<file path="src/sigGenPkg.sv">
// shared types and constants for the test-signal source
package sigGenPkg;

  // sample word width
  localparam int sampleWidth = 12;

  // burst index width, one bit wider than a sample
  // so that any shape length up to a sample range fits
  localparam int indexWidth = sampleWidth + 1;

  // idle zero beats ahead of the shape
  localparam int leadIn = 4;

  // feedback taps for the 12-bit register
  // bit n-1 set means bit n takes the xor with feedback
  localparam logic [sampleWidth-1:0] lfsrTaps = 12'b1000_0010_1001;

  // burst shape, picked per start
  typedef enum logic [1:0] {
    waveDirac  = 2'd0,
    waveStep   = 2'd1,
    waveRandom = 2'd2
  } waveMode_t;

  // run-time shape settings, 4 bits in total
  typedef struct packed {
    waveMode_t mode;
    // 0 -> amplitude 1, 1 -> largest positive sample
    logic      amplFull;
    // step only, flips the level sign
    logic      negAmpl;
  } waveCfg_t;

  // one beat toward the consumer
  typedef struct packed {
    logic signed [sampleWidth-1:0] data;
    // marks the final sample of a burst
    logic                          last;
  } sampleBeat_t;

endpackage
</file>
<file path="src/sigGenTop.sv">
`timescale 1ns/1ps

// test-signal source top level
// start pulse -> one burst of samples under credit flow control
module sigGenTop #(
  parameter int seqLen     = 20,
  parameter int maxCredits = 4
) (
  input  logic                   clk,
  input  logic                   nGrst,
  input  logic                   start,
  input  logic                   creditReturn,
  input  sigGenPkg::waveCfg_t    cfg,
  output logic                   beatValid,
  output logic                   busy,
  output sigGenPkg::sampleBeat_t beat
);

  logic                                     startPending;
  logic                                     startTaken;
  logic                                     canSend;
  logic                                     restart;
  logic                                     last;
  sigGenPkg::waveCfg_t                      activeCfg;
  logic        [sigGenPkg::indexWidth-1:0]  index;
  logic signed [sigGenPkg::sampleWidth-1:0] shapeData;
  logic signed [sigGenPkg::sampleWidth-1:0] lfsrData;

  startCatch u_startCatch (
    .clk          (clk),
    .nGrst        (nGrst),
    .start        (start),
    .startTaken   (startTaken),
    .startPending (startPending)
  );

  // every sent beat spends a credit
  creditGate #(.maxCredits(maxCredits)) u_creditGate (
    .clk          (clk),
    .nGrst        (nGrst),
    .spend        (beatValid),
    .creditReturn (creditReturn),
    .canSend      (canSend)
  );

  burstSequencer #(.seqLen(seqLen)) u_burstSequencer (
    .clk          (clk),
    .nGrst        (nGrst),
    .canSend      (canSend),
    .startPending (startPending),
    .cfgIn        (cfg),
    .startTaken   (startTaken),
    .beatValid    (beatValid),
    .busy         (busy),
    .restart      (restart),
    .last         (last),
    .cfg          (activeCfg),
    .index        (index)
  );

  pulseShaper #(.seqLen(seqLen)) u_pulseShaper (
    .cfg   (activeCfg),
    .index (index),
    .data  (shapeData)
  );

  // lfsr steps on each sent beat
  lfsrSource u_lfsrSource (
    .clk     (clk),
    .nGrst   (nGrst),
    .advance (beatValid),
    .restart (restart),
    .data    (lfsrData)
  );

  // sample source follows the burst's own mode
  assign beat.data = (activeCfg.mode == sigGenPkg::waveRandom) ? lfsrData : shapeData;
  assign beat.last = last;

endmodule

</file>
<file path="src/lfsrSource.sv">
`timescale 1ns/1ps

// pseudo-random samples with one new state per sent beat
// zero-inserting feedback keeps all-zero inside the cycle
module lfsrSource (
  input  logic                                     clk,
  input  logic                                     nGrst,
  input  logic                                     advance,
  input  logic                                     restart,
  output logic signed [sigGenPkg::sampleWidth-1:0] data
);

  localparam int w = sigGenPkg::sampleWidth;

  logic [w-1:0] state;
  logic [w-1:0] stateNext;
  logic         allZeros;
  logic         feedback;

  always_comb begin
    // extra 1 slips in when the low bits are all zero
    allZeros = ~|state[w-2:0];
    feedback = state[w-1] ^ allZeros;
    stateNext[0] = feedback;
    for (int n = w - 1; n >= 1; n--) begin
      if (sigGenPkg::lfsrTaps[n-1]) begin
        stateNext[n] = state[n-1] ^ feedback;
      end else begin
        stateNext[n] = state[n-1];
      end
    end
  end

  always_ff @(posedge clk or negedge nGrst) begin
    if (!nGrst) begin
      state <= '0;
    end else if (advance && restart) begin
      // burst opens from the zero state
      state <= '0;
    end else if (advance) begin
      state <= stateNext;
    end
  end

  // k=0 is zero and every later beat shows the state it steps into
  assign data = restart ? '0 : $signed(stateNext);

endmodule

</file>
<file path="src/pulseShaper.sv">
`timescale 1ns/1ps

// dirac and step sample values, purely combinational
module pulseShaper #(
  parameter int seqLen = 20
) (
  input  sigGenPkg::waveCfg_t                      cfg,
  input  logic        [sigGenPkg::indexWidth-1:0]  index,
  output logic signed [sigGenPkg::sampleWidth-1:0] data
);

  localparam int w = sigGenPkg::sampleWidth;

  // dirac pulse positions
  localparam logic [sigGenPkg::indexWidth-1:0] posIdx =
    sigGenPkg::indexWidth'(sigGenPkg::leadIn);
  localparam logic [sigGenPkg::indexWidth-1:0] negIdx =
    sigGenPkg::indexWidth'(sigGenPkg::leadIn + seqLen);

  logic signed [w-1:0] ampl;
  logic signed [w-1:0] stepLevel;

  // 0111..1 for full scale, else 000..1
  assign ampl = cfg.amplFull ? {1'b0, {(w-1){1'b1}}} : w'(1);

  // sign option is for the step only
  assign stepLevel = cfg.negAmpl ? -ampl : ampl;

  always_comb begin
    data = '0;
    case (cfg.mode)
      sigGenPkg::waveDirac: begin
        // positive pulse after lead-in, negative one a shape later
        if (index == posIdx) begin
          data = ampl;
        end else if (index == negIdx) begin
          data = -ampl;
        end
      end
      sigGenPkg::waveStep: begin
        // constant level through the burst
        data = stepLevel;
      end
      default: begin
        // random samples come from the lfsr
        data = '0;
      end
    endcase
  end

endmodule

</file>
<file path="src/burstSequencer.sv">
`timescale 1ns/1ps

// burst owner that takes starts, counts beats and flags the last one
module burstSequencer #(
  parameter int seqLen = 20
) (
  input  logic                               clk,
  input  logic                               nGrst,
  input  logic                               canSend,
  input  logic                               startPending,
  input  sigGenPkg::waveCfg_t                cfgIn,
  output logic                               startTaken,
  output logic                               beatValid,
  output logic                               busy,
  output logic                               restart,
  output logic                               last,
  output sigGenPkg::waveCfg_t                cfg,
  output logic [sigGenPkg::indexWidth-1:0]   index
);

  logic                              busyReg;
  logic [sigGenPkg::indexWidth-1:0]  idxReg;
  logic [sigGenPkg::indexWidth-1:0]  finalIdx;
  sigGenPkg::waveCfg_t               cfgReg;

  // offer a beat when credits allow and there is work
  assign beatValid  = canSend && (busyReg || startPending);
  // pending start turns the offered beat into k=0
  assign restart    = startPending;
  assign startTaken = beatValid && startPending;

  // settings and index seen by the shapers this cycle
  assign cfg   = startPending ? cfgIn : cfgReg;
  assign index = startPending ? '0 : idxReg;

  // dirac runs two shape lengths and the others one
  always_comb begin
    if (cfg.mode == sigGenPkg::waveDirac) begin
      finalIdx = sigGenPkg::indexWidth'(sigGenPkg::leadIn + 2 * seqLen);
    end else begin
      finalIdx = sigGenPkg::indexWidth'(sigGenPkg::leadIn + seqLen);
    end
  end

  assign last = beatValid && (index == finalIdx);
  // high already on the beat that opens the burst
  assign busy = busyReg || startTaken;

  always_ff @(posedge clk or negedge nGrst) begin
    if (!nGrst) begin
      busyReg <= 1'b0;
      idxReg  <= '0;
    end else if (startTaken) begin
      // k=0 goes out now and k=1 is next
      busyReg <= 1'b1;
      idxReg  <= sigGenPkg::indexWidth'(1);
    end else if (last) begin
      busyReg <= 1'b0;
      idxReg  <= '0;
    end else if (beatValid) begin
      idxReg  <= idxReg + 1'b1;
    end
  end

  // settings only change when a start is taken
  always_ff @(posedge clk) begin
    if (startTaken) begin
      cfgReg <= cfgIn;
    end
  end

  // index never runs past the final beat of the running burst
  assert property (@(posedge clk) disable iff (!nGrst)
    busyReg && !startPending |-> idxReg <= finalIdx)
    else $error("burst index past the final beat");

endmodule

</file>
<file path="src/creditGate.sv">
`timescale 1ns/1ps

// credit counter for the consumer buffer
// one credit spent per sent beat, one returned per pulse
module creditGate #(
  parameter int maxCredits = 4
) (
  input  logic clk,
  input  logic nGrst,
  input  logic spend,
  input  logic creditReturn,
  output logic canSend
);

  localparam int cntWidth = $clog2(maxCredits + 1);

  logic [cntWidth-1:0] credits;
  logic [cntWidth-1:0] creditsNext;

  // spend and return together leave the count alone
  always_comb begin
    creditsNext = credits;
    case ({spend, creditReturn})
      2'b10:   creditsNext = credits - 1'b1;
      2'b01:   creditsNext = credits + 1'b1;
      default: creditsNext = credits;
    endcase
  end

  always_ff @(posedge clk or negedge nGrst) begin
    if (!nGrst) begin
      // consumer buffer starts empty
      credits <= cntWidth'(maxCredits);
    end else begin
      credits <= creditsNext;
    end
  end

  // a beat may go while any credit is left
  assign canSend = (credits != '0);

  // sequencer must respect the gate
  assert property (@(posedge clk) disable iff (!nGrst)
    spend |-> credits != '0)
    else $error("beat sent without a credit");

  // consumer must not hand back more than it received
  assert property (@(posedge clk) disable iff (!nGrst)
    credits <= cntWidth'(maxCredits))
    else $error("credit count above buffer depth");

endmodule

</file>
<file path="src/startCatch.sv">
`timescale 1ns/1ps

// sticky start request
// held until the sequencer uses it on a sent beat
module startCatch (
  input  logic clk,
  input  logic nGrst,
  input  logic start,
  input  logic startTaken,
  output logic startPending
);

  always_ff @(posedge clk or negedge nGrst) begin
    if (!nGrst) begin
      startPending <= 1'b0;
    end else if (start) begin
      // a fresh start wins over a take in the same cycle
      startPending <= 1'b1;
    end else if (startTaken) begin
      startPending <= 1'b0;
    end
  end

endmodule

</file>
<file path="config.mk">
export PLATFORM = sky130hd
export DESIGN_NAME = sigGenTop
export DESIGN_NICKNAME = d
export VERILOG_FILES = /design/src/sigGenPkg.sv /design/src/sigGenTop.sv /design/src/lfsrSource.sv /design/src/pulseShaper.sv /design/src/burstSequencer.sv /design/src/creditGate.sv /design/src/startCatch.sv
export SDC_FILE = /design/constraint.sdc
export NUM_CORES = 1
export LEC_CHECK = 0
export ABC_AREA = 1
export BUFFER_PORTS_ARGS = -buffer_cell sky130_fd_sc_hd__buf_2
export CORE_MARGIN = 3
export CORE_UTILIZATION = 45
export DETAILED_ROUTE_END_ITERATION = 16
export GPL_ROUTABILITY_DRIVEN = 1
export SLEW_MARGIN = 40
export SYNTH_ARGS = -nofsm -noshare
export SYNTH_HDL_FRONTEND = slang
export SYNTH_SLANG_ARGS = --single-unit
export TNS_END_PERCENT = 100
</file>
<file path="constraint.sdc">
create_clock -name clk -period 2.9 [get_ports clk]
set_clock_uncertainty 0.2 [all_clocks]
set_input_delay 0.29 -clock clk [delete_from_list [all_inputs] [get_ports clk]]
set_output_delay 0.29 -clock clk [all_outputs]
set_load 0.01 [all_outputs]
</file>
# Word-level counts from Yosys, hierarchy flattened
# Index checks and enable logic that the tools add are counted.
[totals]
ff_bits = 34
latch_bits = 0
ram_bits = 0
mem_bits_ro = 0
inputBits = 8
output_inout_bits = 15
word_cells = 57
mem_count = 0
[classes]
add_sub_neg = 4
n_mul = 0
n_div = 0
order_cmp = 0
n_eq_ne = 7
shifts = 0
muxes = 20
n_bitwise = 4
reduce_logical = 14
[ops]
columns = ["op", "count"]
rows = [
  ["$mux W12", 7],
  ["$mux W13", 4],
  ["$pmux W12 S2", 1],
  ["$add A13 B1 Y13 const B", 1],
  ["$eq A13 B3 Y1 const B", 1],
  ["$eq A13 B5 Y1 const B", 1],
  ["$eq A13 B6 Y1", 1],
  ["$neg A12 Y12", 1],
  ["$mux W11", 1],
  ["$reduce_or A11 Y1", 1],
  ["$reduce_bool A2 Y1", 4],
  ["$mux W6", 1],
  ["$pmux W3 S2", 1],
  ["$reduce_bool A3 Y1", 2],
  ["$eq A2 B1 Y1 const B", 2],
  ["$eq A2 B2 Y1 const B", 2],
  ["$mux W1", 4],
  ["$mux W4", 1],
  ["$xor A1 B1 Y1", 4],
  ["$add A3 B1 Y3 const B", 1],
  ["$logic_and A1 B1 Y1", 3],
  ["$sub A3 B1 Y3 const B", 1],
  ["$logic_not A2 Y1", 1],
  ["$logic_or A1 B1 Y1", 2],
  ["$logic_not A1 Y1", 1],
]

# Depth between registers and ports, before layout
[depth]
word_depth = 7
ltp_mapped = 10
ltp_nobuf = 10

# Modules after synthesis
# A second synthesis with hierarchy kept.
[unflattened]
cells_unflattened = 371
area_unflattened_um2 = 2471.1
[by_module_without_submodules]
columns = ["module", "instances", "cells_per_inst", "area_per_inst_um2", "seq_area_each_um2"]
rows = [
  ["burstSequencer", 1, 167, 1183.6, 470.5],
  ["lfsrSource", 1, 91, 660.6, 300.3],
  ["pulseShaper", 1, 44, 211.5, 0.0],
  ["sigGenTop", 1, 42, 191.4, 0.0],
  ["creditGate", 1, 22, 183.9, 76.3],
  ["startCatch", 1, 5, 40.0, 25.0],
]

# Worst setup path before layout
# OpenSTA, ideal clock, no wires.
[synth_path]
path_type = "reg-to-reg"
from = "register u_creditGate.credits[2]"
to = "register u_creditGate.credits[1]"
setup_time_ns = 0.125
arrival_ns = 1.780
t_required_ns = 2.575
path_slack_ns = 0.796
path_stages_with_launch = 9
path_buffers = 1
period_less_slack_ns = 2.104
path_cell_list = "dfstp_2 inv_1 nand2_1 o21ai_4 buf_6 ha_1 inv_1 fa_1 mux2_2"
[synth_via]
elab_chain_cells = 4
word_cells_on_any_way = 6
cone_classes = "eq/ne: 2; mux: 1; reduce/logical: 3"
[synth_lines]
columns = ["element", "line_no", "rtl"]
rows = [
  ["from (decl)", "creditGate.sv:17", "logic [cntWidth-1:0] credits;"],
  ["from (signal assigned)", "creditGate.sv:33", "credits <= cntWidth'(maxCredits);"],
  ["from (signal assigned)", "creditGate.sv:35", "credits <= creditsNext;"],
  ["$reduce_bool A3 Y1 *", "creditGate.sv:40", "assign canSend = (credits != '0);"],
  ["$logic_and A1 B1 Y1 *", "burstSequencer.sv:27", "assign beatValid = canSend && (busyReg || startPending);"],
  ["$eq A2 B1 Y1 / $eq A2 B2 Y1 (equally long branches)", "creditGate.sv:23", "case ({spend, creditReturn})"],
  ["$pmux W3 S2 *", "creditGate.sv:23", ""],
  ["net u_creditGate.creditsNext[1]", "creditGate.sv:18", "logic [cntWidth-1:0] creditsNext;"],
]
# Mark *: on every way through the listed nets, which the timed path passes. The rest lies on a longest branch.
# A chain may end at the register's enable or synchronous reset.

==> out/qor.yml <==
synthesis:
  avgSynthCellArea_um2: 7.516
  syn-instance-count: 288
  synth_area_um2: 2165
  ys.warnings.count: 0
  async_flop_share_pct: 88.24
  synth_edf_count: 4
  synth_cell_type_count: 37
  ys_seq_area_share_pct: 40.29
  synth-seq-cells: 34
  synth_fp_nets: 299
  synth_flop_cell: "dfrtp_1"
die:
  start_util_pct: 48.06
  core_area_um2: 4504
  die_h_um: 75.36
  dieWidth_um: 75.36
  rows: 24
  die_area_um2: 5678
  pin_count: 23
grt:
  track_usage_pct: 19.17
  use_met2_pct: 28.67
  met1_usage_pct: 28.38
  grt_use_met3_pct: 3.958
  grt_overflow: 0
  grt-busiest-layer: "met2"
  grt_pass1_vias: 1775
  grt_start_max_net_pins: 31
  grt_first_pass_wirelength_um: 8369
  antenna_found_initial: 0
setup_path:
  critPathSlowestCell: "dfrtp_1"
  cp_cell_sequence: "inv_2 -> or2_0 -> o21ai_0 -> inv_1 -> nand2_1 -> nand3_2 -> nand3_1 -> buf_2"
  crit_arrival_ns: 2.11
  required_ns: 2.41
  cp_slowest_stage_delay_ns: 0.63
  cp-end-kind: "output port"
  critPathKind: "register to output port"
  startpoint_type: "register"
  worst-path-max-fanout: 11
sta:
  clock.fmax_mhz: 384.3
  timing.final.crit_share_pct: 89.74
  hold_slack_ns: 0.1876
  setup_tns_ns: 0
  max_slew_margin_pct: 53.49
  worst_pin_slew_ns: 0.6977
  finalWorstSetupSlack_ns: 0.2977
  rsz0062_at_grt: "false"
  slew_viol_final: 0
  hold_viol: 0
  setup_viol: 0
  fin_crit_ns: 2.602
clock_tree:
  clk_latency_ns: 0.28
  clk_path_buf_depth: 2
  cts_max_level: 2
  cts_buffers: 5
  cts_tree: "done"
  cts_root_buf: "clkbuf_8"
  cts_resized: 0
  cts_hold_buf: 6
  path_clk_slew_ns: 0.07
  post_cts_buffers: 0
  cts_num_sinks: 34
routing:
  first_pass_iters: 4
  wl_per_cell_um: 13.64
  num_vias: 1946
  drc_errors: 0
  drtIter0Drc: 130
  drt-total-wl_um: 5045
  antenna_left: 0
  vias_per_cell: 5.259
layout:
  antenna_cells: 0
  area_delta_synth_final_pct: 12.77
  n_fill_cell: 435
  final_nets: 328
  final_layout_size_suffix_gt1_share_pct: 18.24
placed_design:
  dp_hpwl_um: 3792
  io_buffers: 22
  routabilityCongestion: 0.9418
  dp_slack_ns: 0.6019
power:
  pwr_density_cell_nw_per_um2: 730.7
  irDropWorstVdd_mv: 0.4459
  p_leak_nw: 1.151
run_status:
  outcome: "finished, final reports clean"
flow_run:
  drv_cap: 0
min_path:
  hold_class: "primary input to register"
-- area by class of cell --
type | count | area (µm²) | share of cell area [%]
Clock buffer | 8 | 80.08 | 3.280
Sequential cell | 34 | 872.1 | 35.73
Inverter | 35 | 131.4 | 5.382
Timing Repair Buffer | 32 | 200.2 | 8.201
Multi-Input combinational cell | 209 | 1092 | 44.75
Tap cell | 52 | 65.06 | 2.665
-- per-stage QoR --
step / instances / area [µm²] / utilization, % / total power [W]
after CTS: 370 / 2441 / 54.19 / 0.001804
after floorplan: 288 / 2165 / - / 0.001235
final: 370 / 2441 / 54.19 / 0.001784
after detailed placement: 356 / 2301 / 51.08 / 0.001454
after global placement: 356 / 2301 / 51.08 / 0.001448
after global routing: 370 / 2441 / 54.19 / 0.001942
-- layer usage --
metal	wire length [µm]	part of all wire, %	up-vias
li1	-	-	1018
met1	2566	51	880
met2	2204	44	44
met3	247	4.9	4
met4	26	0.52	0
met5	0	0	-
-- state kept, by name, indices dropped and copies added, names as in the netlist --
signal	count
u_burstSequencer.busyReg	1
u_creditGate.credits	3
u_burstSequencer.cfgReg	4
u_lfsrSource.state	12
u_startCatch.startPending	1
u_burstSequencer.idxReg	13
-- worst max-delay path, delay by kind of cell (launching register included) --
kind                   cells  cell delay [ns]
AOI/OAI and AO/OA          1             0.11
buffers and inverters      3             0.42
DFF                        1             0.63
and+or+nand+nor            4             0.66
-- final timing paths --
path                                      startpoint                        to  slack (ns)  cells past startpoint
min in group asynchronous                      nGrst  u_burstSequencer.busyReg        0.39                      2
setup / recovery           u_startCatch.startPending                  beat[10]        0.30                      8
hold / removal                          creditReturn   u_creditGate.credits[0]        0.19                      3
max in group asynchronous                      nGrst     u_lfsrSource.state[4]        1.65                      2
setup reg to reg           u_startCatch.startPending   u_creditGate.credits[2]        0.67                      7
hold reg to reg              u_creditGate.credits[2]   u_creditGate.credits[2]        0.30                      2
-- Yosys cell counts (2+ instances only) --
master,number,area (µm²)
o21ai_1,3,15.01
nor3_2,2,20.02
nand3_1,52,260.3
ha_1,2,25.02
nor3_1,3,15.01
nand2_2,5,31.28
o21ai_2,2,17.52
xor2_1,4,35.03
nand3_2,3,30.03
dfrtp_1,29,725.7
inv_1,29,108.9
buf_2,4,20.02
o31ai_1,2,15.01
nor2_1,27,101.4
nand4_1,14,87.58
nand2_1,54,202.7
nor2_2,4,25.02
edfxtp_1,4,120.1
o21ai_0,20,100.1
buf_6,3,33.78
inv_2,6,22.52
-- cell families after synthesis --
kind of cell,Yosys count,synth area share (%)
AOI/OAI and AO/OA,32,8.902
xor gates and xnor gates,5,2.023
adders and majority gates,3,2.081
buffers and inverters,45,9.248
DFF,34,40.29
muxes,1,0.5202
and+or+nand+nor,168,36.94
-- power by group --
part | leakage (nW) | switching (W) | internal [W] | total [W]
Combinational | 0.679 | 0.000495 | 0.000274 | 0.000769
Sequential | 0.433 | 0.0000931 | 0.000585 | 0.000678
Clock | 0.0395 | 0.000165 | 0.000171 | 0.000336
-- placed cells by master (no fill, tap or decap), types with 2 or more instances in the layout --
cell | synthesis | routed
nor2_1 | 27 | 27
o21ai_0 | 20 | 20
nand4_1 | 14 | 14
inv_1 | 29 | 29
ha_1 | 2 | 2
inv_2 | 6 | 6
o21ai_2 | 2 | 2
o21ai_1 | 3 | 3
nor3_1 | 3 | 3
xor2_1 | 4 | 4
dfrtp_1 | 29 | 29
dlygate4sd3_1 | 0 | 6
nand3_1 | 52 | 52
buf_2 | 4 | 22
nand2_2 | 5 | 5
clkbuf_1 | 1 | 3
nor3_2 | 2 | 2
buf_4 | 1 | 4
nand2_1 | 54 | 54
nor2_2 | 4 | 4
clkbuf_8 | 0 | 5
o31ai_1 | 2 | 2
nand3_2 | 3 | 3
edfxtp_1 | 4 | 4
Power figures use the tool's default switching activity.
